===== src/hdl/core_settings.svh =====
`ifndef CORE_SETTINGS_SVH
`define CORE_SETTINGS_SVH

// Width of the integer registers and the data path.
`define CORE_XLEN 64

// Address of the first instruction fetched after reset.
`define CORE_RESET_PC 64'h0

// Number of architectural registers, x0 included.
`define CORE_NREGS 32

`endif


===== src/hdl/pipe_pkg.sv =====
package pipe_pkg;

    typedef enum logic [3:0] {
        ALU_ADD,
        ALU_SUB,
        ALU_AND,
        ALU_OR,
        ALU_XOR,
        ALU_SLL,
        ALU_SRL,
        ALU_SRA,
        ALU_SLT,
        ALU_SLTU,
        ALU_PASS_B // Used by LUI.
    } alu_op_e;

    typedef enum logic {
        WB_ALU,
        WB_MEM
    } wb_sel_e;

    // Encoded as the low two bits of the store funct3.
    typedef enum logic [1:0] {
        SIZE_BYTE,
        SIZE_HALF,
        SIZE_WORD,
        SIZE_DOUBLE
    } mem_size_e;

endpackage


===== src/hdl/id_ex_reg.sv =====
`timescale 1ns/1ps
`include "core_settings.svh"

module id_ex_reg (
    input  logic                           clk,
    input  logic                           rst,
    input  logic                           ena,
    input  logic                           bubble,
    input  logic [`CORE_XLEN-1:0]          id_pc,
    input  logic [31:0]                    id_inst,
    input  pipe_pkg::alu_op_e              id_alu_op,
    input  logic [`CORE_XLEN-1:0]          id_alu_src1,
    input  logic [`CORE_XLEN-1:0]          id_alu_src2,
    input  logic [`CORE_XLEN-1:0]          id_rf_rdata2,
    input  logic                           id_mem_wen,
    input  logic                           id_mem_ren,
    input  pipe_pkg::mem_size_e            id_mem_size,
    input  pipe_pkg::wb_sel_e              id_wb_sel,
    input  logic                           id_rf_we,
    input  logic [$clog2(`CORE_NREGS)-1:0] id_rf_waddr,
    input  logic                           id_valid,
    output logic [`CORE_XLEN-1:0]          ex_pc,
    output logic [31:0]                    ex_inst,
    output pipe_pkg::alu_op_e              ex_alu_op,
    output logic [`CORE_XLEN-1:0]          ex_alu_src1,
    output logic [`CORE_XLEN-1:0]          ex_alu_src2,
    output logic [`CORE_XLEN-1:0]          ex_rf_rdata2,
    output logic                           ex_mem_wen,
    output logic                           ex_mem_ren,
    output pipe_pkg::mem_size_e            ex_mem_size,
    output pipe_pkg::wb_sel_e              ex_wb_sel,
    output logic                           ex_rf_we,
    output logic [$clog2(`CORE_NREGS)-1:0] ex_rf_waddr,
    output logic                           ex_valid
);

    always_ff @(posedge clk) begin
        if (rst) begin
            ex_pc        <= `CORE_RESET_PC - 4;
            ex_inst      <= '0;
            ex_alu_op    <= pipe_pkg::ALU_ADD;
            ex_alu_src1  <= '0;
            ex_alu_src2  <= '0;
            ex_rf_rdata2 <= '0;
            ex_mem_wen   <= 1'b0;
            ex_mem_ren   <= 1'b0;
            ex_mem_size  <= pipe_pkg::SIZE_DOUBLE;
            ex_wb_sel    <= pipe_pkg::WB_ALU;
            ex_rf_we     <= 1'b0;
            ex_rf_waddr  <= '0;
            ex_valid     <= 1'b0;
        end else if (ena) begin
            ex_pc        <= id_pc;
            ex_inst      <= id_inst;
            ex_alu_op    <= id_alu_op;
            ex_alu_src1  <= id_alu_src1;
            ex_alu_src2  <= id_alu_src2;
            ex_rf_rdata2 <= id_rf_rdata2;
            ex_mem_size  <= id_mem_size;
            ex_wb_sel    <= id_wb_sel;
            ex_rf_waddr  <= id_rf_waddr;
            ex_mem_wen   <= id_mem_wen && !bubble; // A bubble carries no side effects.
            ex_mem_ren   <= id_mem_ren && !bubble;
            ex_rf_we     <= id_rf_we && !bubble;
            ex_valid     <= id_valid && !bubble;
        end
    end

endmodule


===== config.mk =====
export PLATFORM = sky130hd
export DESIGN_NAME = id_ex_reg
export DESIGN_NICKNAME = d
export VERILOG_FILES = /design/src/hdl/pipe_pkg.sv /design/src/hdl/id_ex_reg.sv
export VERILOG_INCLUDE_DIRS = /design/src /design/src/hdl
export SDC_FILE = /design/constraint.sdc
export NUM_CORES = 1
export LEC_CHECK = 0
export ABC_AREA = 1
export BUFFER_PORTS_ARGS = -buffer_cell sky130_fd_sc_hd__buf_2
export CAP_MARGIN = 15
export CELL_PAD_IN_SITES_DETAIL_PLACEMENT = 0
export CELL_PAD_IN_SITES_GLOBAL_PLACEMENT = 1
export CORE_AREA = 2 2 238 240
export DETAILED_ROUTE_END_ITERATION = 7
export DIE_AREA = 0 0 240 242
export PLACE_DENSITY_LB_ADDON = 0.3
export SKIP_LAST_GASP = 1
export SYNTH_ARGS = -nofsm -noshare
export SYNTH_HDL_FRONTEND = slang
export SYNTH_SLANG_ARGS = --single-unit

===== constraint.sdc =====
create_clock -name clk -period 2.7 [get_ports clk]
set_input_delay 0.27 -clock clk [delete_from_list [all_inputs] [get_ports clk]]
set_output_delay 0.27 -clock clk [all_outputs]
set_load 0.01 [all_outputs]

==> impl_metrics.prom <==
# TYPE chip_impl_metric gauge
chip_impl_info{name="outcome",value="finished, final reports clean"} 1
chip_impl_metric{name="max_slew_margin",unit="%"} 49.4
chip_impl_metric{name="multi_input_logic_area",unit="sq mm"} 0.00381
chip_impl_metric{name="buffer_depth_of_the_longest_clock_path",unit=""} 3
chip_impl_metric{name="place.detailed.hpwl",unit="um"} 28400
chip_impl_metric{name="ant_nets",unit=""} 0
chip_impl_metric{name="share_clk_of_total_power",unit="%"} 42.5
chip_impl_metric{name="numCtsBuffers",unit=""} 38
chip_impl_metric{name="cp.arrival",unit="ns"} 2.07
chip_impl_metric{name="design.die.area",unit="sq mm"} 0.0581
chip_impl_metric{name="average_via_count_per_standard_cell",unit=""} 3.96
chip_impl_metric{name="worst-path-buf-inv",unit=""} 4
chip_impl_metric{name="htree_levels",unit=""} 2
chip_impl_metric{name="floorplan.die.height",unit="um"} 242
chip_impl_metric{name="synth_seq_area_share",unit="%"} 57.9
chip_impl_metric{name="max_cap_viol_count",unit=""} 0
chip_impl_metric{name="finalClockSkew",unit="ns"} 0
chip_impl_metric{name="path_clk_slew",unit="ns"} 0.06
chip_impl_metric{name="pin_count_of_the_biggest_net_entering_global_routing",unit=""} 162
chip_impl_metric{name="fin_nets",unit=""} 2502
chip_impl_metric{name="synthesis.area",unit="sq mm"} 0.0105
chip_impl_info{name="rsz0062_at_grt",value="false"} 1
chip_impl_metric{name="drc_errors",unit=""} 0
chip_impl_metric{name="post_route_cells_drive_above_1_share",unit="%"} 31.1
chip_impl_info{name="hold_class",value="primary input to flop"} 1
chip_impl_info{name="layout_commonest_cell",value="sky130_fd_sc_hd__buf_2"} 1
chip_impl_metric{name="number_of_antenna_violations_at_the_first_check_in_global_routing",unit=""} 1
chip_impl_metric{name="achievable-frequency",unit="MHz"} 622
chip_impl_metric{name="clock_latency",unit="ns"} 0.53
chip_impl_info{name="tritoncts",value="yes"} 1
chip_impl_metric{name="rrSetupSlack",unit="ns"} 1.49
chip_impl_metric{name="initial_core_utilization",unit="%"} 18.8
chip_impl_metric{name="pwr_density_cell",unit="mW/mm^2"} 630
chip_impl_info{name="clock-root-buffer",value="sky130_fd_sc_hd__clkbuf_16"} 1
chip_impl_metric{name="syn_area_per_cell",unit="sq um"} 7.96
chip_impl_metric{name="fp-row-count",unit=""} 87
chip_impl_info{name="timing_worst_setup_path_type",value="primary input to flop"} 1
chip_impl_metric{name="post_cts_resize_count",unit=""} 0
chip_impl_metric{name="register_area",unit="sq mm"} 0.00609
chip_impl_info{name="cp-start-kind",value="primary input"} 1
chip_impl_metric{name="place_congestion",unit=""} 0.806
chip_impl_metric{name="synth_seq_cells",unit=""} 304
chip_impl_metric{name="switchingPower",unit="mW"} 2.99
chip_impl_metric{name="cp.required",unit="ns"} 3.16
chip_impl_metric{name="slew_at_the_pin_closest_to_its_max_slew_limit",unit="ns"} 0.759
chip_impl_info{name="cpLargestDelayFamily",value="buffers and inverters"} 1
chip_impl_metric{name="finalSetupTns",unit="ns"} 0
chip_impl_metric{name="cts_post_setup_buffers_inserted",unit=""} 0
chip_impl_metric{name="internal_power_summed_over_all_cells",unit="mW"} 8.62
chip_impl_metric{name="p_seq_share",unit="%"} 42.6
chip_impl_metric{name="track_usage",unit="%"} 13.8
chip_impl_info{name="layout_common_cells",value="sky130_fd_sc_hd__buf_2 (610), sky130_fd_sc_hd__nor2_1 (472), sky130_fd_sc_hd__dlygate4sd3_1 (305)"} 1
chip_impl_metric{name="postSynthNetCount",unit=""} 1627
chip_impl_metric{name="cpPeakStageDelay",unit="ns"} 0.54
chip_impl_metric{name="maxSlewViolCount",unit=""} 0
chip_impl_metric{name="critical_path_peak_fanout",unit=""} 85
chip_impl_info{name="crit_slowest_cell",value="sky130_fd_sc_hd__dlygate4sd3_1"} 1
chip_impl_metric{name="i_o_pin_count",unit=""} 612
chip_impl_metric{name="period_needed",unit="ns"} 1.61
chip_impl_metric{name="ys_warnings",unit=""} 0
chip_impl_metric{name="grt_pass1_vias",unit=""} 11959
chip_impl_info{name="endpoint_kind",value="flop"} 1
chip_impl_metric{name="syn-instance-count",unit=""} 1319
chip_impl_metric{name="drt-wirelength-per-cell",unit="um"} 14.2
chip_impl_metric{name="die_x",unit="um"} 240
chip_impl_metric{name="p_leak",unit="nW"} 8.88
chip_impl_info{name="crit_chain",value="dlygate4sd3_1, buf_2, inv_6, buf_12, o21ai_0, nor2_1"} 1
chip_impl_metric{name="finalHoldViolCount",unit=""} 0
chip_impl_metric{name="portbufs",unit=""} 611
chip_impl_metric{name="finalPower",unit="mW"} 11.6
chip_impl_metric{name="layout.filler_cells",unit=""} 5937
chip_impl_metric{name="grt_pass1_wl",unit="um"} 64800
chip_impl_metric{name="detailroute.via_count",unit=""} 11772
chip_impl_metric{name="netlist-cell-type-count",unit=""} 13
chip_impl_metric{name="timing.final.crit_share",unit="%"} 59.6
chip_impl_metric{name="drtPass1Iterations",unit=""} 4
chip_impl_metric{name="final.hold.worst_slack",unit="ns"} 0.0547
chip_impl_metric{name="sw_frac_of_total",unit="%"} 25.8
chip_impl_metric{name="iter_0_drt_violations",unit=""} 450
chip_impl_metric{name="grt-ovfl-total",unit=""} 0
chip_impl_metric{name="tritoncts_num_sinks",unit=""} 304
chip_impl_metric{name="area_of_the_core_region",unit="sq mm"} 0.0557
chip_impl_metric{name="combPwrFrac",unit="%"} 14.9
chip_impl_metric{name="layout-area-overhead-vs-synth",unit="%"} 75.4
chip_impl_metric{name="setup_viol",unit=""} 0
chip_impl_metric{name="ir_worst_vdd",unit="mV"} 0.391
chip_impl_metric{name="drt_wl_total",unit="um"} 42200
==> path summary, 6_finish.rpt <==
| path | from | end | cells past startpoint |
|---|---|---|---|
| setup / recovery | rst | ex_alu_src2[30] | 6 |
| hold / removal | bubble | ex_mem_ren | 4 |
| setup reg to reg | ex_mem_wen | ex_mem_wen | 3 |
| hold reg to reg | ex_pc[52] | ex_pc[52] | 2 |
==> Yosys cell counts <==
master | n | area [sq um]
sky130_fd_sc_hd__clkbuf_1 | 53 | 199
sky130_fd_sc_hd__o21ai_0 | 236 | 1180
sky130_fd_sc_hd__inv_6 | 1 | 8.76
sky130_fd_sc_hd__nand2_1 | 132 | 495
sky130_fd_sc_hd__inv_1 | 1 | 3.75
sky130_fd_sc_hd__buf_6 | 24 | 270
sky130_fd_sc_hd__nand3_1 | 68 | 340
sky130_fd_sc_hd__a21oi_1 | 4 | 20.0
sky130_fd_sc_hd__inv_2 | 1 | 3.75
sky130_fd_sc_hd__nor2_1 | 472 | 1770
sky130_fd_sc_hd__dfxtp_1 | 304 | 6090
sky130_fd_sc_hd__buf_4 | 4 | 30.0
sky130_fd_sc_hd__buf_2 | 19 | 95.1
==> power by group through the flow <==
stage	combinational, mW	clock (mW)	sequential [mW]
3_5_place_dp	1.38	0	5.04
4_1_cts	1.75	5.12	4.95
3_3_place_gp	1.38	0	5.03
2_1_floorplan	0.518	0	5.19
6_report	1.73	4.93	4.95
5_1_grt	1.91	5.31	4.98
==> worst reg2reg max path, stage by stage (launching register included) <==
cell	delay, ns
sky130_fd_sc_hd__dfxtp_1	0.36
sky130_fd_sc_hd__nand2_1	0.07
sky130_fd_sc_hd__a21oi_1	0.17
sky130_fd_sc_hd__dlygate4sd3_1	0.55
==> kinds of logic (layout without fill, tap and decap cells) <==
| kind of cell | count (synthesis) | after routing | share of synthesized area [%] |
|---|---|---|---|
| AOI/OAI and AO/OA | 240 | 240 | 11.4 |
| buffers and inverters | 103 | 1003 | 5.81 |
| DFF | 304 | 304 | 57.9 |
| other | 0 | 1 | 0 |
| and+or+nand+nor | 672 | 672 | 24.8 |
==> sequential cells by signal (all words and copies together), names as in the netlist <==
signal and cells:
ex_rf_waddr 5, ex_pc 64, ex_alu_src1 64, ex_rf_rdata2 64
ex_inst 32, ex_rf_we 1, ex_mem_ren 1, ex_alu_op 4
ex_valid 1, ex_alu_src2 64, ex_mem_wen 1, ex_wb_sel 1
ex_mem_size 2
==> metrics by stage <==
stage	worst slack (ns)	util, %	instances	instance area, sq um
2_1_floorplan	1.60	-	1319	10500
3_3_place_gp	1.12	25.4	2605	14200
3_5_place_dp	1.10	25.4	2605	14200
4_1_cts	1.14	33.1	2975	18400
5_1_grt	0.940	33.1	2976	18400
6_report	1.09	33.1	2976	18400
==> final cells by class <==
type | count | share of cell area [%]
flip-flops and latches | 304 | 33.0
inverters | 3 | 0.129
multi-input cells | 912 | 20.7
diodes | 1 | 0.0136
clock buffers | 55 | 6.05
clock inverters | 10 | 0.536
repair buffers | 935 | 34.5
well taps | 756 | 5.13
==> layer usage <==
metal	routed length (um)	track usage (%)
met5	0	0
met4	1250	4.99
met3	2950	3.56
met2	21100	25.0
met1	16900	15.5
==> timing repair <==
action / in CTS / in global routing
hold endpoints to repair: 304 / 0
hold buffers: 305 / 0
endpoints found under the setup margin: 0 / 0
Note: power is estimated with default switching activity, not from simulation.
