File: src/hdl/core_settings.svh
`ifndef CORE_SETTINGS_SVH
`define CORE_SETTINGS_SVH

// Width of the integer registers and the data path.
`define CORE_XLEN 64

// Address of the first instruction fetched after reset.
`define CORE_RESET_PC 64'h0

// Number of architectural registers, x0 included.
`define CORE_NREGS 32

`endif

File: src/hdl/fetch_stage.sv
`timescale 1ns/1ps
`include "core_settings.svh"

module fetch_stage (
    input  logic                  clk,
    input  logic                  rst,
    input  logic                  stall,
    output logic [`CORE_XLEN-1:0] inst_addr,
    input  logic [31:0]           inst_data,
    output logic [`CORE_XLEN-1:0] if_pc,
    output logic [31:0]           if_inst,
    output logic                  if_valid
);

    localparam logic [`CORE_XLEN-1:0] PC_STEP = 4;

    logic [`CORE_XLEN-1:0] pc;

    assign inst_addr = pc;

    always_ff @(posedge clk) begin
        if (rst) begin
            pc       <= `CORE_RESET_PC;
            if_valid <= 1'b0;
        end else if (!stall) begin
            pc       <= pc + PC_STEP;
            if_valid <= 1'b1;
        end
    end

    always_ff @(posedge clk) begin
        if (!stall) begin
            if_pc   <= pc;
            if_inst <= inst_data; // Held while decode waits on a hazard.
        end
    end

    a_pc_aligned : assert property (@(posedge clk) disable iff (rst) pc[1:0] == 2'b00)
        else $error("fetch PC %h is not word aligned", pc);

endmodule

File: config.mk
export PLATFORM = sky130hd
export DESIGN_NAME = fetch_stage
export DESIGN_NICKNAME = d
export VERILOG_FILES = /design/src/hdl/fetch_stage.sv
export VERILOG_INCLUDE_DIRS = /design/src /design/src/hdl
export SDC_FILE = /design/constraint.sdc
export NUM_CORES = 1
export LEC_CHECK = 0
export BUFFER_PORTS_ARGS = -buffer_cell sky130_fd_sc_hd__buf_2
export CAP_MARGIN = 20
export CORE_UTILIZATION = 48
export CTS_BUF_LIST = sky130_fd_sc_hd__clkbuf_16
export CTS_CLUSTER_DIAMETER = 60
export DETAILED_ROUTE_END_ITERATION = 8
export PLACE_DENSITY = 0.76
export RECOVER_POWER = 25
export SKIP_CTS_REPAIR_TIMING = 1
export SYNTH_ARGS = -nofsm -noshare
export SYNTH_HDL_FRONTEND = slang
export SYNTH_SLANG_ARGS = --single-unit
File: constraint.sdc
create_clock -name clk -period 7.7 [get_ports clk]
set_input_delay 1.54 -clock clk [delete_from_list [all_inputs] [get_ports clk]]
set_output_delay 1.54 -clock clk [all_outputs]
set_load 0.02 [all_outputs]
==> impl_metrics.ini, run 1 <==
[worst_setup_path]
endpoint_kind = register
startpoint_type = input pin
crit_cells = 3
crit_buf_inv = 3
regToRegSetupSlack_ns = 5.04
critPathTopFamily = buffers and inverters
cp.arrival_ns = 3.78
crit_type = input pin to register
r2r_cells = 5
cpPeakStageDelay_ns = 1.23
crit_fanout = 64
crit_chain = clkbuf_1, clkinvlp_2, buf_16
cp-endpoint = if_pc[34]
required_ns = 7.82
crit_path_start = stall
slowest_stage = clkinvlp_2
r2r_start = inst_addr[14]
r2r-end = inst_addr[47]

[floorplanning]
num_rows = 40
die_w_um = 113
dieArea_um2 = 12800
core_um2 = 12000
num_io_pins = 196
start_util_pct = 49.4
fp.dieH_um = 113

[final_layout]
final_cell_count_no_fill = 814
layout-drive-gt1-share_pct = 36.7
nets = 690
diodes = 0
syn_to_final_growth_pct = 29.2

[synthesis]
synth_area_um2 = 5940
synthMostInstantiatedCell = edfxtp_1
avgSynthCellArea_um2 = 13.0
syn_inst = 456
synth_top_area_share_pct = 47.5
ys_types = 42
synth-seq-cells = 157
synth_enable_flop_cells = 94
ys_async_sr_fraction_pct = 0
synth_largest_area_cell = edfxtp_1
synthFlopType = edfxtp_1
seq_area_frac_synth_pct = 68.8
synthTopCellsByCount = edfxtp_1 (94), dfxtp_1 (63), nor2_1 (49), a21oi_1 (24), nand4_1 (24)
netlist_top_cells_area = edfxtp_1 (48%), dfxtp_1 (21%), xor2_1 (3.4%), nor2_1 (3.1%), nand4_1 (2.5%)
yosys_warnings = 0

[sta]
relSlewSlack_pct = 4.12
rsz0062_at_grt = false
worst_pin_slew_ns = 1.43
slew_viol_final = 0
hold_viol_final = 0
fin_crit_sh_pct = 47.5
fmax_mhz = 273
fin_skew_ns = 0.0195
fin_tns_setup_ns = 0
worst_slack_ns = 4.04
fin_crit_ns = 3.66
setup_viol = 0

[job]
cap_violations = 1

[route]
dr.first_iter.drc_count = 363
drtAntennaViolNets = 0
first_pass_iters = 4
drc = 0
wl_mm = 13.0
wl_per_cell_um = 16.0
vias = 4368
vias_per_cell = 5.37

[global_routing]
grt_max_degree = 95
antenna_found_initial = 0
grt-ovfl-total = 0
grt_util_all_layers_pct = 20.4
grt_pass1_vias = 4102
grt_pass1_wl_mm = 20.1

[cts]
clock_path_buffers = 2
clk_pin_slew_ns = 0.06
worst_skew_pair.late_latency_ns = 0.43
numCtsBuffers = 17
cts_root_buf = clkbuf_16
cts_tree = done
cts.sinks = 157
htreeDepth = 4

[pwr]
peakVddDrop_mv = 0.140
power_density_nw_per_um2 = 246
cellLeakagePower_nw = 3.13

[outcome]
violations = max-capacitance violations
status = finished with violations

[place]
gp_congestion = 0.809
port-buffer-count = 191
pre_cts_slack_ns = 4.13
hpwl_mm = 9.04
numPlacedInstances = 780

[hold_path]
hold_path_class = register to register
==> tightest hold or removal path, cell delays in order, from the launching register on <==
cell	delay [ns]
dfxtp_1	0.31
inv_1	0.05
a21oi_1	0.06
==> area by class of cell <==
class	count	area [um2]
Clock inverter	15	210
Fill cell	921	4340
Sequential cell	157	4080
Inverter	9	35.0
Tap cell	147	184
Multi-Input combinational cell	276	1730
Clock buffer	17	425
Timing Repair Buffer	193	1000
==> layer usage <==
layer | vias up | track usage (%) | share of wire, %
li1 | 2088 | - | -
met1 | 2102 | 24.7 | 43
met2 | 160 | 33.9 | 50
met3 | 18 | 5.41 | 5.4
met4 | 0 | 9.56 | 1.8
met5 | - | 0 | 0
==> kinds of logic after synthesis <==
kind of cell / after synthesis / share of synthesized area (%)
XOR/XNOR: 38 / 5.60
other: 1 / 0.0631
AND/OR/NAND/NOR: 185 / 18.6
buffers and inverters: 26 / 2.25
multiplexers: 1 / 0.169
flip-flops: 157 / 68.8
AO/OA/AOI/OAI: 47 / 4.36
adder cells (fa/ha/maj): 1 / 0.211
==> worst min path at each step <==
stage | start | end | slack [ns] | depth (start not counted)
floorplan | if_valid | if_valid | 0.53 | 2
global placement | if_valid | if_valid | 0.44 | 2
detailed placement | if_valid | if_valid | 0.45 | 2
CTS | if_valid | if_valid | 0.46 | 2
global route | if_valid | if_valid | 0.48 | 2
finish | if_valid | if_valid | 0.46 | 2
==> power by group <==
part           total, mW  switching, mW  internal (mW)  leakage, nW
combinational     0.0865         0.0601         0.0263         1.34
sequential         0.921        0.00697          0.915         1.48
clock              0.883          0.335          0.548        0.305
total               1.89          0.402           1.49         3.13
==> placed cells by master (no fill, tap or decap), types with 16 or more instances in the layout <==
cell       instances
xor2_1            23
nand4_1           24
nor2_1            49
a21oi_1           24
or3_1             17
edfxtp_1          94
dfxtp_1           63
buf_2            189
o21ai_0           16
nand2_1           16
clkbuf_16         17
nand3_1           22
==> flip-flops by register name, summed over array words and instances (netlist names) <==
signal / count
if_inst: 32
if_pc: 62
if_valid: 1
inst_addr: 62
==> through the flow <==
step | area, um2 | hold WS (ns) | util (%) | power [mW]
floorplan | 5950 | 0.526 | - | 0.993
global placement | 6990 | 0.437 | 58.2 | 1.02
detailed placement | 6990 | 0.448 | 58.2 | 1.02
CTS | 7630 | 0.458 | 63.5 | 1.91
global route | 7670 | 0.482 | 63.9 | 1.95
finish | 7670 | 0.457 | 63.9 | 1.89
No activity file was read; power rests on OpenSTA's default activity.
==> run 2, diff against run 1 <==
--- a/config.mk
+++ b/config.mk
@@ -6,13 +6,14 @@
 export SDC_FILE = /design/constraint.sdc
 export NUM_CORES = 1
 export LEC_CHECK = 0
+export ABC_AREA = 1
 export BUFFER_PORTS_ARGS = -buffer_cell sky130_fd_sc_hd__buf_2
 export CAP_MARGIN = 20
 export CORE_UTILIZATION = 48
 export CTS_BUF_LIST = sky130_fd_sc_hd__clkbuf_16
 export CTS_CLUSTER_DIAMETER = 60
 export DETAILED_ROUTE_END_ITERATION = 8
-export PLACE_DENSITY = 0.76
+export PLACE_DENSITY = 0.75
 export RECOVER_POWER = 25
 export SKIP_CTS_REPAIR_TIMING = 1
 export SYNTH_ARGS = -nofsm -noshare
==> constraint.sdc (replaced) <==
create_clock -name clk -period 3.6 [get_ports clk]
set_input_delay 0.72 -clock clk [delete_from_list [all_inputs] [get_ports clk]]
set_output_delay 0.72 -clock clk [all_outputs]
set_load 0.02 [all_outputs]
==> run 2 against run 1 <==
Compared with the run above: count of clock-buffer cells in the layout unchanged; power grew 110%; the run now ends clean; die area increased by 8.5%; clock power rose by 110%; largest cell class unchanged; critical path type unchanged; global-route usage up 2.9 points; sequential power rose by 110%; synthesized area up 8.7%; cell area up 6.9%; hold slack improved by 0.013 ns; synthesized cell count up 46%; critical path depth unchanged.
==> impl_metrics.ini, run 2 <==
[pwr]
p_int_mw = 3.16
cellLeakagePower_nw = 3.46
power_density_nw_per_um2 = 487
pwr-share-clk_pct = 45.6
p_switching_mw = 0.833
sw_frac_of_total_pct = 20.9
combPwrFrac_pct = 4.9
power_frac_seq_pct = 49.4
peakVddDrop_mv = 0.321

[sta]
fin_tns_setup_ns = 0
worst_pin_slew_ns = 0.668
slew_viol_final = 0
hold_viol_final = 0
fin_crit_ns = 1.99
setup_viol = 0
fmax_mhz = 503
hold_ws_ns = 0.470
rsz0062_at_grt = false
fin_skew_ns = 0.00914
fin_crit_sh_pct = 55.2
relSlewSlack_pct = 55.5

[synthesis]
synthTopCellsByCount = nand2_1 (131), nor2_1 (123), edfxtp_1 (94), dfxtp_1 (63), inv_1 (58)
netlist_top_cells_area = edfxtp_1 (44%), dfxtp_1 (20%), nand2_1 (7.6%), nor2_1 (7.2%), inv_1 (3.4%)
synth_enable_flop_cells = 94
seq_area_frac_synth_pct = 63.3
synth_area_um2 = 6450
ys_async_sr_fraction_pct = 0
avgSynthCellArea_um2 = 9.72
synth_largest_area_cell = edfxtp_1
synth_top_area_share_pct = 43.7
synthFlopType = edfxtp_1
synth-seq-cells = 157
yosys_warnings = 0
ys_types = 35
syn_inst = 664
synthMostInstantiatedCell = nand2_1

[worst_setup_path]
r2r-end = inst_addr[37]
crit_fanout = 43
crit_type = input pin to register
regToRegSetupSlack_ns = 1.72
required_ns = 3.67
r2r_cells = 9
r2r_start = inst_addr[28]
cp.arrival_ns = 2.06
crit_path_start = stall
startpoint_type = input pin
endpoint_kind = register
cp-endpoint = if_pc[26]

[place]
port-buffer-count = 191
hpwl_mm = 11.7
placed_area_um2 = 7600
gp_congestion = 0.892

[final_layout]
syn_to_final_growth_pct = 27.1
layout-drive-gt1-share_pct = 28.9
diodes = 0
final_cell_mix = buf_2 (189), nand2_1 (131), nor2_1 (123), edfxtp_1 (94), dfxtp_1 (63)
nets = 904
final_common_cell = buf_2
final_area_um2 = 8200
utilization_pct = 63.7

[global_routing]
grt-ovfl-total = 0
grt_pass1_wl_mm = 24.8
grt_max_degree = 44
grt_util_all_layers_pct = 23.3
grt_pass1_vias = 4810
antenna_found_initial = 0

[route]
vias_per_cell = 5.07
wl_per_cell_um = 14.9
drtAntennaViolNets = 0
first_pass_iters = 5
dr.first_iter.drc_count = 515
vias = 5342
drc = 0
wl_mm = 15.7

[cts]
cts_root_buf = clkbuf_16
cts_tree = done
numCtsBuffers = 17
htreeDepth = 4
worst_skew_pair.late_latency_ns = 0.43
clock_path_buffers = 2
cts.sinks = 157
clk_pin_slew_ns = 0.06

[floorplanning]
dieArea_um2 = 13900
start_util_pct = 50.1
num_rows = 41
die_w_um = 118
num_io_pins = 196
fp.dieH_um = 118
core_um2 = 12900

[job]
cap_violations = 0

[hold_path]
hold_path_class = input pin to register

[outcome]
status = completed
==> run 2: cell types whose count changed after synthesis, moves of 6 or more <==
cell | before | now
nand3_1 | 22 | 42
nor2_1 | 49 | 123
or3_1 | 17 | 0
nand4_1 | 24 | 12
xnor2_1 | 15 | 1
nor2_4 | 0 | 8
o21ai_0 | 16 | 22
nand2_1 | 16 | 131
inv_1 | 9 | 58
nand2_2 | 0 | 6
nor4_1 | 6 | 0
a21oi_1 | 24 | 32
xor2_1 | 23 | 6
nor2_2 | 0 | 9
==> run 2: cell families after synthesis <==
logic type / Yosys count / share of synthesized area, %
AND/OR/NAND/NOR: 361 / 25.8
other: 1 / 0.0581
XOR/XNOR: 7 / 0.950
AO/OA/AOI/OAI: 65 / 5.25
adder cells (fa/ha/maj): 1 / 0.194
flip-flops: 157 / 63.3
buffers and inverters: 72 / 4.48
==> run 2: critical path: stages <==
cell and delay [ns]:
clkbuf_1 0.28, inv_4 0.52, buf_4 0.50
==> run 2: how the worst min path moves through the flow <==
stage	from	endpoint	slack [ns]	cells past startpoint
6_report	inst_data[23]	if_inst[23]	0.47	1
4_1_cts	inst_data[4]	if_inst[4]	0.45	1
3_5_place_dp	if_valid	if_valid	0.46	2
5_1_grt	inst_data[3]	if_inst[3]	0.45	1
3_3_place_gp	if_valid	if_valid	0.45	2
2_1_floorplan	if_valid	if_valid	0.56	2
==> run 2: cell type report <==
class	count	area, um2
Clock buffer	17	425
Clock inverter	15	180
Fill cell	1056	4680
Inverter	60	228
Multi-Input combinational cell	438	2090
Sequential cell	157	4080
Tap cell	172	215
Timing Repair Buffer	194	976
==> run 2: power groups by stage <==
| stage | Combinational (mW) | Clock [mW] | Sequential (mW) |
|---|---|---|---|
| floorplan | 0.0471 | 0 | 2.09 |
| global placement | 0.197 | 0 | 2.01 |
| detailed placement | 0.199 | 0 | 2.01 |
| CTS | 0.199 | 1.85 | 1.97 |
| global route | 0.211 | 1.93 | 1.98 |
| finish | 0.197 | 1.82 | 1.97 |
==> run 2: metal layers <==
metal | wire length, um | vias to the layer above | part of all wire, % | track usage (%)
li1 | - | 2621 | - | -
met1 | 6750 | 2425 | 43 | 30.4
met2 | 7370 | 272 | 47 | 37.4
met3 | 1280 | 24 | 8.2 | 5.23
met4 | 264 | 0 | 1.7 | 9.78
met5 | 0 | - | 0 | 0
==> run 2: per-stage QoR <==
stage	worst slack, ns	instances	power [mW]
floorplan	0.818	667	2.13
global placement	1.35	1021	2.21
detailed placement	1.33	1021	2.21
CTS	1.72	1053	4.02
global route	1.46	1053	4.12
finish	1.61	1053	3.99
