===== src/hdl/core_settings.svh =====
`ifndef CORE_SETTINGS_SVH
`define CORE_SETTINGS_SVH

// Width of the integer registers and the data path.
`define CORE_XLEN 64

// Address of the first instruction fetched after reset.
`define CORE_RESET_PC 64'h0

// Number of architectural registers, x0 included.
`define CORE_NREGS 32

`endif


===== src/hdl/isa_pkg.sv =====
package isa_pkg;

    typedef enum logic [6:0] {
        OPC_LOAD   = 7'b0000011,
        OPC_OP_IMM = 7'b0010011,
        OPC_STORE  = 7'b0100011,
        OPC_OP     = 7'b0110011,
        OPC_LUI    = 7'b0110111
    } opcode_e;

    typedef enum logic [2:0] {
        F3_ADD  = 3'b000, // ADD, SUB and ADDI.
        F3_SLL  = 3'b001,
        F3_SLT  = 3'b010,
        F3_SLTU = 3'b011,
        F3_XOR  = 3'b100,
        F3_SR   = 3'b101, // SRL and SRA.
        F3_OR   = 3'b110,
        F3_AND  = 3'b111
    } funct3_e;

    // Access width carried in funct3 of loads and stores.
    typedef enum logic [2:0] {
        W_BYTE   = 3'b000,
        W_HALF   = 3'b001,
        W_WORD   = 3'b010,
        W_DOUBLE = 3'b011
    } width_e;

    typedef enum logic [6:0] {
        F7_BASE = 7'b0000000,
        F7_ALT  = 7'b0100000 // Selects SUB and SRA.
    } funct7_e;

endpackage


===== src/hdl/pipe_pkg.sv =====
package pipe_pkg;

    typedef enum logic [3:0] {
        ALU_ADD,
        ALU_SUB,
        ALU_AND,
        ALU_OR,
        ALU_XOR,
        ALU_SLL,
        ALU_SRL,
        ALU_SRA,
        ALU_SLT,
        ALU_SLTU,
        ALU_PASS_B // Used by LUI.
    } alu_op_e;

    typedef enum logic {
        WB_ALU,
        WB_MEM
    } wb_sel_e;

    // Encoded as the low two bits of the store funct3.
    typedef enum logic [1:0] {
        SIZE_BYTE,
        SIZE_HALF,
        SIZE_WORD,
        SIZE_DOUBLE
    } mem_size_e;

endpackage


===== src/hdl/decode_stage.sv =====
`timescale 1ns/1ps
`include "core_settings.svh"

module decode_stage (
    input  logic                           clk,
    input  logic                           rst,
    input  logic [`CORE_XLEN-1:0]          if_pc,
    input  logic [31:0]                    if_inst,
    input  logic                           if_valid,
    input  logic                           wb_we,
    input  logic [$clog2(`CORE_NREGS)-1:0] wb_addr,
    input  logic [`CORE_XLEN-1:0]          wb_data,
    input  logic                           ex_rf_we,
    input  logic [$clog2(`CORE_NREGS)-1:0] ex_rf_waddr,
    input  logic                           ex_valid,
    input  logic                           mem_rf_we,
    input  logic [$clog2(`CORE_NREGS)-1:0] mem_rf_waddr,
    input  logic                           mem_valid,
    output logic                           stall,
    output logic [`CORE_XLEN-1:0]          id_pc,
    output logic [31:0]                    id_inst,
    output pipe_pkg::alu_op_e              id_alu_op,
    output logic [`CORE_XLEN-1:0]          id_alu_src1,
    output logic [`CORE_XLEN-1:0]          id_alu_src2,
    output logic [`CORE_XLEN-1:0]          id_rf_rdata2,
    output logic                           id_mem_wen,
    output logic                           id_mem_ren,
    output pipe_pkg::mem_size_e            id_mem_size,
    output pipe_pkg::wb_sel_e              id_wb_sel,
    output logic                           id_rf_we,
    output logic [$clog2(`CORE_NREGS)-1:0] id_rf_waddr,
    output logic                           id_valid
);

    logic [`CORE_XLEN-1:0]          regs [`CORE_NREGS];
    logic [`CORE_XLEN-1:0]          rdata1, rdata2, imm_i, imm_s, imm_u;
    logic [$clog2(`CORE_NREGS)-1:0] rs1, rs2, rd;
    isa_pkg::opcode_e               opcode;
    isa_pkg::funct3_e               funct3;
    isa_pkg::funct7_e               funct7;
    logic                           use_rs1, use_rs2, writes_rd, r_legal;
    logic                           hit_rs1, hit_rs2;

    assign opcode = isa_pkg::opcode_e'(if_inst[6:0]);
    assign funct3 = isa_pkg::funct3_e'(if_inst[14:12]);
    assign funct7 = isa_pkg::funct7_e'(if_inst[31:25]);
    assign rd     = if_inst[11:7];
    assign rs1    = if_inst[19:15];
    assign rs2    = if_inst[24:20];
    assign imm_i  = {{(`CORE_XLEN-12){if_inst[31]}}, if_inst[31:20]};
    assign imm_s  = {{(`CORE_XLEN-12){if_inst[31]}}, if_inst[31:25], if_inst[11:7]};
    assign imm_u  = {{(`CORE_XLEN-32){if_inst[31]}}, if_inst[31:12], 12'h000};

    // SUB and SRA are the only alternate encodings in the subset.
    assign r_legal = funct7 == isa_pkg::F7_BASE || (funct7 == isa_pkg::F7_ALT &&
                     (funct3 == isa_pkg::F3_ADD || funct3 == isa_pkg::F3_SR));

    always_ff @(posedge clk) begin
        if (wb_we) begin
            regs[wb_addr] <= wb_data;
        end
    end

    // A write in this cycle is visible to the instruction being decoded.
    assign rdata1 = (rs1 == '0) ? '0 : (wb_we && wb_addr == rs1) ? wb_data : regs[rs1];
    assign rdata2 = (rs2 == '0) ? '0 : (wb_we && wb_addr == rs2) ? wb_data : regs[rs2];

    always_comb begin
        id_alu_op   = pipe_pkg::ALU_ADD;
        id_alu_src1 = rdata1;
        id_alu_src2 = rdata2;
        id_mem_wen  = 1'b0;
        id_mem_ren  = 1'b0;
        id_mem_size = pipe_pkg::SIZE_DOUBLE;
        id_wb_sel   = pipe_pkg::WB_ALU;
        use_rs1     = 1'b0;
        use_rs2     = 1'b0;
        writes_rd   = 1'b0;
        case (opcode)
            isa_pkg::OPC_OP: begin
                if (r_legal) begin
                    use_rs1   = 1'b1;
                    use_rs2   = 1'b1;
                    writes_rd = 1'b1;
                    case (funct3)
                        isa_pkg::F3_ADD: id_alu_op = if_inst[30] ? pipe_pkg::ALU_SUB
                                                                 : pipe_pkg::ALU_ADD;
                        isa_pkg::F3_SLL: id_alu_op = pipe_pkg::ALU_SLL;
                        isa_pkg::F3_SLT: id_alu_op = pipe_pkg::ALU_SLT;
                        isa_pkg::F3_SLTU: id_alu_op = pipe_pkg::ALU_SLTU;
                        isa_pkg::F3_XOR: id_alu_op = pipe_pkg::ALU_XOR;
                        isa_pkg::F3_SR: id_alu_op = if_inst[30] ? pipe_pkg::ALU_SRA
                                                                : pipe_pkg::ALU_SRL;
                        isa_pkg::F3_OR: id_alu_op = pipe_pkg::ALU_OR;
                        default: id_alu_op = pipe_pkg::ALU_AND;
                    endcase
                end
            end
            isa_pkg::OPC_OP_IMM: begin
                if (funct3 == isa_pkg::F3_ADD) begin // Only ADDI is decoded.
                    use_rs1     = 1'b1;
                    writes_rd   = 1'b1;
                    id_alu_src2 = imm_i;
                end
            end
            isa_pkg::OPC_LUI: begin
                writes_rd   = 1'b1;
                id_alu_op   = pipe_pkg::ALU_PASS_B;
                id_alu_src1 = '0;
                id_alu_src2 = imm_u;
            end
            isa_pkg::OPC_LOAD: begin
                if (if_inst[14:12] == isa_pkg::W_DOUBLE) begin
                    use_rs1     = 1'b1;
                    writes_rd   = 1'b1;
                    id_alu_src2 = imm_i;
                    id_mem_ren  = 1'b1;
                    id_wb_sel   = pipe_pkg::WB_MEM;
                end
            end
            isa_pkg::OPC_STORE: begin
                if (!if_inst[14]) begin
                    use_rs1     = 1'b1;
                    use_rs2     = 1'b1;
                    id_alu_src2 = imm_s;
                    id_mem_wen  = 1'b1;
                    id_mem_size = pipe_pkg::mem_size_e'(if_inst[13:12]);
                end
            end
            default: ;
        endcase
    end

    assign id_pc        = if_pc;
    assign id_inst      = if_inst;
    assign id_rf_rdata2 = rdata2;
    assign id_rf_we     = writes_rd && rd != '0;
    assign id_rf_waddr  = rd;
    assign id_valid     = if_valid;

    assign hit_rs1 = use_rs1 && rs1 != '0 &&
                     ((ex_valid && ex_rf_we && ex_rf_waddr == rs1) ||
                      (mem_valid && mem_rf_we && mem_rf_waddr == rs1));
    assign hit_rs2 = use_rs2 && rs2 != '0 &&
                     ((ex_valid && ex_rf_we && ex_rf_waddr == rs2) ||
                      (mem_valid && mem_rf_we && mem_rf_waddr == rs2));
    assign stall   = if_valid && (hit_rs1 || hit_rs2);

    // The write enable travels through three pipeline registers before it gets here.
    a_no_x0_write : assert property (@(posedge clk) disable iff (rst) wb_we |-> wb_addr != '0)
        else $error("register x0 written with %h", wb_data);

endmodule


===== config.mk =====
export PLATFORM = sky130hd
export DESIGN_NAME = decode_stage
export DESIGN_NICKNAME = d
export VERILOG_FILES = /design/src/hdl/isa_pkg.sv /design/src/hdl/pipe_pkg.sv /design/src/hdl/decode_stage.sv
export VERILOG_INCLUDE_DIRS = /design/src /design/src/hdl
export SDC_FILE = /design/constraint.sdc
export NUM_CORES = 2
export LEC_CHECK = 0
export BUFFER_PORTS_ARGS = -buffer_cell sky130_fd_sc_hd__buf_2
export CAP_MARGIN = 10
export CORE_ASPECT_RATIO = 2
export CORE_MARGIN = 2
export CORE_UTILIZATION = 56
export CTS_CLUSTER_DIAMETER = 150
export DETAILED_ROUTE_END_ITERATION = 6
export PLACE_DENSITY_LB_ADDON = 0.08
export SLEW_MARGIN = 20
export SYNTH_ARGS = -nofsm -noshare
export SYNTH_HDL_FRONTEND = slang
export SYNTH_SLANG_ARGS = --single-unit

===== constraint.sdc =====
create_clock -name clk -period 4.9 [get_ports clk]
set_input_delay 1.225 -clock clk [delete_from_list [all_inputs] [get_ports clk]]
set_output_delay 1.225 -clock clk [all_outputs]
set_load 0.01 [all_outputs]

==> impl_metrics.toml <==
[setup_path]
worstSetupEndpointType = "output pin"
cpLargestDelayFamily = "multiplexers"
cp_max_fo = 14
critPathSlowestCell = "mux4_2"
path_cells = "buf_16 -> buf_16 -> buf_12 -> mux4_2 -> mux4_2 -> mux2i_2 -> a21oi_1 -> a221o_1 -> buf_2"
path_buf_inv = 4
worstSetupStartpointType = "primary input"
critical_path_arrival_ns = 3.76
cp.required_ns = 3.67
critical_path_class = "in -> out"
critPathMaxStageDelay_ns = 0.53

[clocking]
cts_buffers = 187
path_clk_slew_ns = 0.06
clock_path_buffers = 4
htree_levels = 4
ctsRootBufferMaster = "clkbuf_16"
cts_sinks = 2048
cts_tree = "built"

[grt]
grt_use_total_pct = 37.2
gr-total-overflow = 0
antenna_found_initial = 31
grt_pass1_vias = 60100
grt_pass1_wl_mm = 457
grt_max_degree = 73

[floorplan]
die_area_um2 = 179000
coreArea_um2 = 175000
num_io_pins = 488
rows = 217
die_h_um = 596
start_util_pct = 56.3
die_w_um = 300

[synthesis]
synth_area_leaders = "edfxtp_1 (63%), mux4_2 (26%), mux2i_1 (2.3%)"
syn-cell-area_um2 = 98300
syn_inst = 4899
synth_flop_cell = "edfxtp_1"
avgSynthCellArea_um2 = 20.1
synth_warnings = 0
synth_seq_area_share_pct = 62.6
synth.most_common_cell = "edfxtp_1"
synth_cell_types = 68
async_flop_share_pct = 0
syn_nets = 5082
synth.ff_latch_count = 2048
yosysTopAreaCell = "edfxtp_1"
synth_top_area_share_pct = 62.6
synth-edff-count = 2048
synth_commonest_cells = "edfxtp_1 (2048), mux4_2 (1149), mux2i_1 (229)"

[sta]
fmax_ghz = 0.201
fin_setup_tns_ns = -0.0986
layout_setup_ws_ns = -0.0823
worstMarginPinSlew_ns = 1.03
report.final.setup_viol = 3
post-route-period-util_pct = 102
fin_crit_ns = 4.98
hold_violations = 0
final_max_slew_viol_count = 0
rsz0062_at_grt = "yes"
relSlewSlack_pct = 31.1

[routing]
via_count = 60100
routed_wl_mm = 334
drtIter0Drc = 9175
route.met2.wl_mm = 162
antenna_left = 0
viasPerCell = 7.48
wl_met3_mm = 40.4
top_layer = "met5"
wl_per_cell_um = 41.5
wl_met1_mm = 114
dr.pass1.iters = 6
remaining_drc_errors = 0

[power]
power.leakage_nw = 37.7
power_density_nw_per_um2 = 340
vdd_drop_max_mv = 0.268
switchingPower_w = 0.00911
power_frac_seq_pct = 50.1
p_int_w = 0.0300
comb_power_share_pct = 12.1
swShare_pct = 23.3
p_clk_share_pct = 37.8

[hold_path]
hold-path-cell-count = 1
hold_start = "wb_data[63]"
hp-class = "in -> reg"
hold_end = "regs[28][63]"

[layout]
top_register = "regs"
stdcell_count = 8039
final_nets = 5777
postLayoutCoreUtil_pct = 65.8
reg_top3 = "regs (2048)"
syn_to_final_growth_pct = 16.8
largest_register_ffs = 2048
drive_above_1_share_pct = 45.4
n_fill_cell = 11600
design_area_um2 = 115000

[flow_run]
drv_cap = 0

[placement]
gp_congestion = 0.880
io_buffer_count = 358
dp.cells = 7640
post-dp-hpwl_mm = 194
dpl-instance-area_um2 = 107000

[status]
violations = "negative setup slack"
status = "finished, violations left"
## power groups by stage
stage	Combinational, W	Sequential, W	Clock [W]
floorplan	0.00247	0.0199	0
global placement	0.00444	0.0199	0
detailed placement	0.00447	0.0199	0
CTS	0.00459	0.0196	0.0149
global route	0.00492	0.0196	0.0154
finish	0.00474	0.0196	0.0148
## logic make-up (layout without fill, tap and decap cells)
logic type	count (synthesis)	count (layout)	synth area share, %
other	0	12	0
AOI/OAI and AO/OA	462	462	3.13
xor gates and xnor gates	31	31	0.276
DFF	2048	2048	62.6
buffers and inverters	508	1337	2.80
and+or+nand+nor	421	421	1.99
muxes	1429	1429	29.2
## layer usage
metal  up-vias  global-route usage [%]
li1      22600                       -
met1     32000                    50.0
met2      4646                    59.4
met3       868                    7.19
met4        26                    16.8
met5         -                   0.712
## cell type report
cell class	instances	area [um^2]	share of cell area, %
sequential	2048	61500	53.5
multi-input combinational	2343	34900	30.4
timing repair buffer	1007	9570	8.33
clock buffer	232	4930	4.30
tap	2299	2880	2.50
clock inverter	91	1010	0.878
inverter	7	31.3	0.0272
antenna	12	30.0	0.0261
## worst max path at each step
stage	end	depth (start not counted)	slack, ns	startpoint
after floorplan	regs[28][0]	4	-0.30	wb_addr[0]
after detailed placement	id_alu_src2[13]	11	-0.32	if_inst[21]
final	id_alu_src2[29]	9	-0.08	if_inst[20]
after CTS	id_alu_src2[29]	9	-0.13	if_inst[21]
after global placement	id_rf_rdata2[23]	11	-0.27	if_inst[21]
after global routing	id_alu_src2[49]	12	-0.13	if_inst[3]
## metrics by stage
| stage | worst slack (ns) | hold slack [ns] | total power (W) |
|---|---|---|---|
| 2_1_floorplan | -0.304 | 1.32 | 0.0224 |
| 3_5_place_dp | -0.320 | 1.49 | 0.0244 |
| 4_1_cts | -0.131 | 0.615 | 0.0390 |
| 5_1_grt | -0.134 | 0.642 | 0.0399 |
| 3_3_place_gp | -0.273 | 1.49 | 0.0244 |
| 6_report | -0.0823 | 0.660 | 0.0391 |
## cells in the final DEF, fill, tap and decap left out, types with 16 or more instances in the layout
cell type / Yosys / final
clkinv_1: 0 / 31
mux2i_1: 229 / 207
a22oi_1: 35 / 35
buf_2: 118 / 349
a21oi_1: 83 / 70
clkbuf_16: 0 / 205
buf_6: 25 / 21
a211oi_1: 69 / 62
buf_12: 2 / 150
bufinv_16: 0 / 23
nor2b_1: 21 / 16
mux4_2: 1149 / 1149
buf_16: 0 / 29
nor2_4: 0 / 37
edfxtp_1: 2048 / 2048
buf_4: 121 / 433
clkinv_2: 0 / 32
a221o_1: 18 / 18
o21ai_0: 122 / 95
nor2_1: 170 / 133
o22ai_1: 22 / 18
nand2_1: 102 / 99
o21ai_1: 1 / 19
clkbuf_1: 180 / 41
nand3_1: 30 / 29
mux2_2: 51 / 51
## what timing repair did
item,CTS,global route
setup buffers,16,35
setup endpoints to repair,116,92
resized for setup,117,92
pin swaps,9,19
cloned,4,14
hold buffers,0,0
Power figures use the tool's default switching activity.
